**src/design/cpu_config.svh**
```systemverilog
`ifndef CPU_CONFIG_SVH
`define CPU_CONFIG_SVH

// data bus and register width
`define CPU_DATA_W 8

// memory address width
`define CPU_ADDR_W 16

// first fetch address after reset
`define CPU_RESET_IP 16'h0000

`endif
```
**src/design/cpu_pkg.sv**
```systemverilog
`default_nettype none

`include "cpu_config.svh"

package cpu_pkg;
    typedef logic [`CPU_DATA_W-1:0] data_t;
    typedef logic [`CPU_ADDR_W-1:0] addr_t;
    typedef logic [1:0]             flags_t;  // bit 0 z, bit 1 c
    typedef logic [2:0]             alu_op_t; // low bits of 0x3_ opcodes

    localparam int FLAG_Z = 0;
    localparam int FLAG_C = 1;

    localparam alu_op_t ALU_ADD = 3'd0;
    localparam alu_op_t ALU_ADC = 3'd1;
    localparam alu_op_t ALU_SUB = 3'd2;
    localparam alu_op_t ALU_AND = 3'd3;
    localparam alu_op_t ALU_OR  = 3'd4;
    localparam alu_op_t ALU_XOR = 3'd5;

    localparam data_t OP_NOP      = 8'h00;
    localparam data_t OP_SWP      = 8'h01;
    localparam data_t OP_SWPZ     = 8'h02;
    localparam data_t OP_HLT      = 8'h0F;
    localparam data_t OP_LDI_A    = 8'h10;
    localparam data_t OP_LDI_B    = 8'h11;
    localparam data_t OP_LD       = 8'h20;
    localparam data_t OP_ST       = 8'h21;
    localparam data_t OP_MOV      = 8'h22;
    localparam data_t OP_ALU_BASE = 8'h30; // 0x30..0x35, op in low bits
    localparam data_t OP_PL       = 8'h40;
    localparam data_t OP_PH       = 8'h41;
endpackage

`default_nettype wire

```
**src/design/cpu.sv**
```systemverilog
`timescale 1ns/100ps
`default_nettype none

module cpu (
    input  logic           nclk,
    input  logic           rst,
    input  cpu_pkg::data_t rdata,
    output cpu_pkg::addr_t addr,
    output cpu_pkg::data_t wdata,
    output logic           oe,
    output logic           we,
    output logic           halted
);
    import cpu_pkg::*;

    data_t   ir;
    data_t   a;
    data_t   b;
    flags_t  flags;
    data_t   alu_result;
    logic    alu_z;
    logic    alu_c;
    alu_op_t alu_op;
    logic    ir_we;
    logic    a_we;
    logic    b_we;
    logic    flags_we;
    logic    a_sel;
    logic    ip_inc;
    logic    use_dp;
    logic    swap;
    logic    pl_we;
    logic    ph_we;

    assign wdata = a; // only A is ever stored

    reg_file u_reg_file (
        .nclk       (nclk),
        .rst        (rst),
        .rdata      (rdata),
        .alu_result (alu_result),
        .alu_z      (alu_z),
        .alu_c      (alu_c),
        .ir_we      (ir_we),
        .a_we       (a_we),
        .b_we       (b_we),
        .flags_we   (flags_we),
        .a_sel      (a_sel),
        .ir         (ir),
        .a          (a),
        .b          (b),
        .flags      (flags)
    );

    pointer_pair u_pointer_pair (
        .nclk   (nclk),
        .rst    (rst),
        .a      (a),
        .ip_inc (ip_inc),
        .use_dp (use_dp),
        .swap   (swap),
        .pl_we  (pl_we),
        .ph_we  (ph_we),
        .addr   (addr)
    );

    alu u_alu (
        .a        (a),
        .b        (b),
        .op       (alu_op),
        .carry_in (flags[FLAG_C]),
        .result   (alu_result),
        .z        (alu_z),
        .c        (alu_c)
    );

    control_unit u_control_unit (
        .nclk     (nclk),
        .rst      (rst),
        .ir       (ir),
        .flags    (flags),
        .ir_we    (ir_we),
        .a_we     (a_we),
        .b_we     (b_we),
        .flags_we (flags_we),
        .a_sel    (a_sel),
        .alu_op   (alu_op),
        .ip_inc   (ip_inc),
        .use_dp   (use_dp),
        .swap     (swap),
        .pl_we    (pl_we),
        .ph_we    (ph_we),
        .oe       (oe),
        .we       (we),
        .halted   (halted)
    );

endmodule

`default_nettype wire

```
**src/design/control_unit.sv**
```systemverilog
`timescale 1ns/100ps
`default_nettype none

module control_unit (
    input  logic             nclk,
    input  logic             rst,
    input  cpu_pkg::data_t   ir,
    input  cpu_pkg::flags_t  flags,
    output logic             ir_we,
    output logic             a_we,
    output logic             b_we,
    output logic             flags_we,
    output logic             a_sel,
    output cpu_pkg::alu_op_t alu_op,
    output logic             ip_inc,
    output logic             use_dp,
    output logic             swap,
    output logic             pl_we,
    output logic             ph_we,
    output logic             oe,
    output logic             we,
    output logic             halted
);
    import cpu_pkg::*;

    // idle is only held in reset, so strobes stay low until release
    typedef enum logic [1:0] {
        ST_IDLE,
        ST_FETCH,
        ST_EXEC,
        ST_HALT
    } state_t;

    state_t state;
    state_t state_nxt;
    logic   is_alu;

    assign is_alu = (ir[7:3] == OP_ALU_BASE[7:3]) && (ir[2:0] <= ALU_XOR);
    assign alu_op = alu_op_t'(ir[2:0]);
    assign halted = (state == ST_HALT);

    always_ff @(posedge nclk or negedge rst) begin
        if (!rst) begin
            state <= ST_IDLE;
        end else begin
            state <= state_nxt;
        end
    end

    always_comb begin
        case (state)
            ST_IDLE:  state_nxt = ST_FETCH;
            ST_FETCH: state_nxt = ST_EXEC;
            ST_EXEC:  state_nxt = (ir == OP_HLT) ? ST_HALT : ST_FETCH;
            default:  state_nxt = ST_HALT; // halt holds until reset
        endcase
    end

    always_comb begin
        ir_we    = 1'b0;
        a_we     = 1'b0;
        b_we     = 1'b0;
        flags_we = 1'b0;
        a_sel    = 1'b0;
        ip_inc   = 1'b0;
        use_dp   = 1'b0;
        swap     = 1'b0;
        pl_we    = 1'b0;
        ph_we    = 1'b0;
        oe       = 1'b0;
        we       = 1'b0;
        case (state)
            ST_FETCH: begin
                oe     = 1'b1;
                ir_we  = 1'b1;
                ip_inc = 1'b1;
            end
            ST_EXEC: begin
                if (is_alu) begin
                    a_we     = 1'b1;
                    flags_we = 1'b1;
                end else begin
                    case (ir)
                        OP_SWP:  swap = 1'b1;
                        OP_SWPZ: swap = flags[FLAG_Z];
                        OP_LDI_A: begin
                            oe     = 1'b1;
                            ip_inc = 1'b1;
                            a_sel  = 1'b1;
                            a_we   = 1'b1;
                        end
                        OP_LDI_B: begin
                            oe     = 1'b1;
                            ip_inc = 1'b1;
                            a_sel  = 1'b1;
                            b_we   = 1'b1;
                        end
                        OP_LD: begin
                            oe     = 1'b1;
                            use_dp = 1'b1;
                            a_sel  = 1'b1;
                            a_we   = 1'b1;
                        end
                        OP_ST: begin
                            we     = 1'b1;
                            use_dp = 1'b1;
                        end
                        OP_MOV:  b_we  = 1'b1; // b <- a
                        OP_PL:   pl_we = 1'b1;
                        OP_PH:   ph_we = 1'b1;
                        default: ; // nop, hlt and unknown codes
                    endcase
                end
            end
            default: ;
        endcase
    end

endmodule

`default_nettype wire

```
**src/design/pointer_pair.sv**
```systemverilog
`timescale 1ns/100ps
`default_nettype none

`include "cpu_config.svh"

module pointer_pair (
    input  logic           nclk,
    input  logic           rst,
    input  cpu_pkg::data_t a,
    input  logic           ip_inc,
    input  logic           use_dp,
    input  logic           swap,
    input  logic           pl_we,
    input  logic           ph_we,
    output cpu_pkg::addr_t addr
);
    import cpu_pkg::*;

    addr_t ptr [2];
    logic  sel; // index of the pointer acting as ip
    addr_t ip;
    addr_t dp;

    assign ip = ptr[sel];
    assign dp = ptr[~sel];

    assign addr = use_dp ? dp : ip;

    // both pointers share the same update rules, role set by sel
    always_ff @(posedge nclk or negedge rst) begin
        if (!rst) begin
            for (int i = 0; i < 2; i++) begin
                ptr[i] <= `CPU_RESET_IP;
            end
        end else begin
            for (int i = 0; i < 2; i++) begin
                if (i[0] == sel) begin
                    if (ip_inc) begin
                        ptr[i] <= ptr[i] + addr_t'(1);
                    end
                end else begin
                    if (pl_we) begin
                        ptr[i][`CPU_DATA_W-1:0] <= a;
                    end
                    if (ph_we) begin
                        ptr[i][`CPU_ADDR_W-1:`CPU_DATA_W] <= a;
                    end
                end
            end
        end
    end

    always_ff @(posedge nclk or negedge rst) begin
        if (!rst) begin
            sel <= 1'b0;
        end else if (swap) begin
            sel <= ~sel; // ip and dp trade roles
        end
    end

endmodule

`default_nettype wire

```
**src/design/reg_file.sv**
```systemverilog
`timescale 1ns/100ps
`default_nettype none

module reg_file (
    input  logic            nclk,
    input  logic            rst,
    input  cpu_pkg::data_t  rdata,
    input  cpu_pkg::data_t  alu_result,
    input  logic            alu_z,
    input  logic            alu_c,
    input  logic            ir_we,
    input  logic            a_we,
    input  logic            b_we,
    input  logic            flags_we,
    input  logic            a_sel,
    output cpu_pkg::data_t  ir,
    output cpu_pkg::data_t  a,
    output cpu_pkg::data_t  b,
    output cpu_pkg::flags_t flags
);
    import cpu_pkg::*;

    data_t a_d;
    data_t b_d;

    // a_sel picks memory for both A and B, else ALU / A
    assign a_d = a_sel ? rdata : alu_result;
    assign b_d = a_sel ? rdata : a;

    always_ff @(posedge nclk or negedge rst) begin
        if (!rst) begin
            ir <= '0;
        end else if (ir_we) begin
            ir <= rdata;
        end
    end

    always_ff @(posedge nclk or negedge rst) begin
        if (!rst) begin
            a <= '0;
        end else if (a_we) begin
            a <= a_d;
        end
    end

    always_ff @(posedge nclk or negedge rst) begin
        if (!rst) begin
            b <= '0;
        end else if (b_we) begin
            b <= b_d; // MOV or LDI B
        end
    end

    always_ff @(posedge nclk or negedge rst) begin
        if (!rst) begin
            flags <= '0;
        end else if (flags_we) begin
            flags[FLAG_Z] <= alu_z;
            flags[FLAG_C] <= alu_c;
        end
    end

endmodule

`default_nettype wire

```
**src/design/alu.sv**
```systemverilog
`timescale 1ns/100ps
`default_nettype none

`include "cpu_config.svh"

module alu (
    input  cpu_pkg::data_t   a,
    input  cpu_pkg::data_t   b,
    input  cpu_pkg::alu_op_t op,
    input  logic             carry_in,
    output cpu_pkg::data_t   result,
    output logic             z,
    output logic             c
);
    import cpu_pkg::*;

    logic [`CPU_DATA_W:0] wide; // msb is carry or borrow

    always_comb begin
        case (op)
            ALU_ADD: begin
                wide = {1'b0, a} + {1'b0, b};
            end
            ALU_ADC: begin
                wide = {1'b0, a} + {1'b0, b} + {{`CPU_DATA_W{1'b0}}, carry_in};
            end
            ALU_SUB: begin
                wide = {1'b0, a} - {1'b0, b}; // wraps into msb when a < b
            end
            ALU_AND: begin
                wide = {1'b0, a & b};
            end
            ALU_OR: begin
                wide = {1'b0, a | b};
            end
            ALU_XOR: begin
                wide = {1'b0, a ^ b};
            end
            default: begin
                wide = {1'b0, a}; // unused codes pass a
            end
        endcase
    end

    assign result = wide[`CPU_DATA_W-1:0];
    assign c      = wide[`CPU_DATA_W];
    assign z      = (result == '0);

endmodule

`default_nettype wire

```
**config.mk**
```make
export PLATFORM = sky130hd
export DESIGN_NAME = cpu
export DESIGN_NICKNAME = d
export VERILOG_FILES = /design/src/design/cpu_pkg.sv /design/src/design/cpu.sv /design/src/design/control_unit.sv /design/src/design/pointer_pair.sv /design/src/design/reg_file.sv /design/src/design/alu.sv
export VERILOG_INCLUDE_DIRS = /design/src /design/src/design
export SDC_FILE = /design/constraint.sdc
export NUM_CORES = 1
export LEC_CHECK = 0
export BUFFER_PORTS_ARGS = -buffer_cell sky130_fd_sc_hd__buf_2
export CORE_ASPECT_RATIO = 0.7
export CORE_MARGIN = 2
export CORE_UTILIZATION = 60
export DETAILED_ROUTE_END_ITERATION = 7
export GPL_ROUTABILITY_DRIVEN = 0
export PLACE_DENSITY = 0.83
export SYNTH_ARGS = -nofsm -noshare
export SYNTH_HDL_FRONTEND = slang
export SYNTH_SLANG_ARGS = --single-unit
```
**constraint.sdc**
```tcl
create_clock -name nclk -period 3.7 [get_ports nclk]
set_input_delay 0.555 -clock nclk [delete_from_list [all_inputs] [get_ports nclk]]
set_output_delay 0.555 -clock nclk [all_outputs]
set_load 0.02 [all_outputs]
```
==> flow_summary.yaml <==
run_status:
  status: "completed"
finish:
  layout-drive-gt1-share: 0.144
  area_delta_synth_final_pct: 11.1
  utilization: 0.678
  diodes: 0
  final_nets: 698
  seqCellArea_um2: 1530
  final_cell_mix: "a21oi_1 (64), nor2_1 (62), dfrtp_1 (61)"
  fillers: 649
  final_common_cell: "a21oi_1"
  multi_input_area_um2: 3340
  stdcell_area_um2: 5680
routing:
  drt_iter0_markers: 836
  wire_per_inst_um: 20.4
  first_pass_iters: 5
  antenna_left: 0
  wl_met1_um: 6310
  drc: 0
  wl_met2_um: 6660
  dr_wl_met3_um: 2280
  num_vias: 5281
  drt-vias-per-instance: 6.92
  highest_layer: "met4"
  drt_wl_total_um: 15600
logic_synthesis:
  yosys.area.top_type: "dfrtp_1"
  yosys_warnings: 0
  postSynthAreaPerCell_um2: 8.16
  netlist_instances: 626
  synth_edf_count: 0
  async_flop_share: 1.00
  ys_ff_latch: 61
  synth.yosys.seq_area_share: 0.299
  synth_area_leaders: "dfrtp_1 (30%), ha_1 (8.1%), a21oi_1 (6.3%), nor2_1 (4.6%), mux2i_1 (4.1%)"
  synth_top_area_frac: 0.299
  synth_cell_type_count: 66
  syn_area_um2: 5110
  synth_nets: 671
  synth_ff_type: "dfrtp_1"
worst_setup_path:
  worstPathMaxFanout: 17
  max_stage_delay_ns: 0.71
  critPathRequiredTime_ns: 3.14
  startpoint_type: "flip-flop"
  cp.arrival_ns: 2.85
  critPathCaptureType: "primary output"
  slowest_stage: "dfrtp_1"
  path_class: "flip-flop to primary output"
  critPathBufInv: 1
  path_cells: "nand2_1, nand4_1, nand3_1, a21oi_1, xnor2_4, mux2_1, buf_2"
  crit_family: "flip-flops"
power_and_ir_drop:
  peakVddDrop_v: 0.000521
  p_leak_uw: 0.00256
  total_power_uw: 5310
  power_density_nw_per_um2: 935
clocking:
  cts_tree: "built"
  cts_resized: 0
  cts.reportedPaths.clkPinSlew_ns: 0.06
  cts_max_level: 3
  insertion_delay_ns: 0.33
  cts.sinks: 61
  cts_buffer_depth: 2
  cts_inserted_buffers: 9
  cts_setup_buffers: 0
  cts_hold_buf: 0
  root_buffer: "clkbuf_16"
die:
  initial_core_util: 0.610
  coreArea_um2: 8370
  rows: 28
  ioPinCount: 37
  fp.dieW_um: 114
  fp.dieH_um: 81.2
  dieArea_um2: 9280
run:
  maxCapViolations: 0
place:
  io_buffers: 36
  placed_area_um2: 5400
  post-dp-hpwl_um: 11300
sta:
  fin_crit_sh: 0.921
  hold_viol: 0
  grt_setup_unrepaired: "false"
  worst_pin_slew_ns: 1.17
  min_period_ns: 3.41
  relSlewSlack: 0.214
  maxSlewViolCount: 0
  setup_tns_ns: 0
  fmax_mhz: 293
  skew_ns: 0.00555
  setup_viol_count_final: 0
global_route:
  track_usage: 0.345
  grt_pass1_wl_um: 24800
  antenna_found_initial: 0
  grt_start_max_net_pins: 34
  grt.overflow.total: 0
  grt_pass1_vias: 4713
hold_path:
  hp-class: "primary input to async pin"
[where the power goes]
| part | internal [uW] | switching, uW | leakage (uW) | total, uW |
|---|---|---|---|---|
| Clock | 447 | 312 | 0.000127 | 759 |
| Combinational | 1270 | 2040 | 0.00171 | 3310 |
| Sequential | 891 | 355 | 0.000718 | 1250 |
[metal layers]
layer  global-route usage  up-vias
met5                    0        -
met4               0.0902        0
met3                0.105       46
met2                0.505      410
met1                0.498     2459
li1                     -     2366
[cell families (layout without fill, tap and decap cells)]
group | Yosys count | in the layout | synth area share
compound gates | 205 | 205 | 0.247
simple gates | 197 | 197 | 0.188
buf+inv | 66 | 98 | 0.0514
flops | 61 | 61 | 0.299
mux | 48 | 48 | 0.101
fa+ha+maj | 35 | 35 | 0.0887
xor+xnor | 14 | 14 | 0.0255
[cells in the mapped netlist (13+ instances only)]
| cell type | n |
|---|---|
| a21oi_1 | 64 |
| nand2_1 | 37 |
| o21ai_0 | 40 |
| ha_1 | 33 |
| nor3_1 | 13 |
| mux2i_1 | 21 |
| mux2_2 | 17 |
| o22ai_1 | 30 |
| dfrtp_1 | 61 |
| nand3_1 | 31 |
| clkbuf_1 | 27 |
| inv_1 | 30 |
| nor2_1 | 62 |
[stage by stage]
step | worst slack (ns) | instances | hold WS [ns]
4_1_cts | 0.145 | 763 | 0.275
2_1_floorplan | 0.687 | 626 | 0.259
5_1_grt | 0.114 | 763 | 0.320
3_5_place_dp | 0.514 | 747 | 0.496
3_3_place_gp | 0.559 | 747 | 0.494
6_report | 0.292 | 763 | 0.267
[cell type report]
type	count	share of cell area
tap	105	0.0231
clock inverter	7	0.00749
inverter	30	0.0198
sequential	61	0.269
multi-input combinational	499	0.588
timing repair buffer	52	0.0529
clock buffer	9	0.0397
[final timing paths]
path | start | endpoint | slack, ns | cells past startpoint
worst max register to register | u_reg_file.a[1] | u_reg_file.flags[1] | 0.42 | 10
worst max-delay path | u_reg_file.ir[1] | addr[10] | 0.29 | 7
worst min-delay path | rst | u_pointer_pair.ptr[30] | 0.27 | 1
min in group nclk | rdata[7] | u_reg_file.ir[7] | 0.47 | 2
max in group asynchronous | rst | u_reg_file.b[6] | 2.72 | 2
worst min register to register | u_reg_file.flags[1] | u_reg_file.flags[1] | 0.51 | 2
[state kept, by name, indices dropped and copies added, names as in the netlist]
name	flops
u_reg_file.a	8
u_pointer_pair.sel	1
u_pointer_pair.ptr	32
u_reg_file.b	8
u_reg_file.flags	2
u_reg_file.ir	8
u_control_unit.state	2
Note: power is estimated with default switching activity, not from simulation.
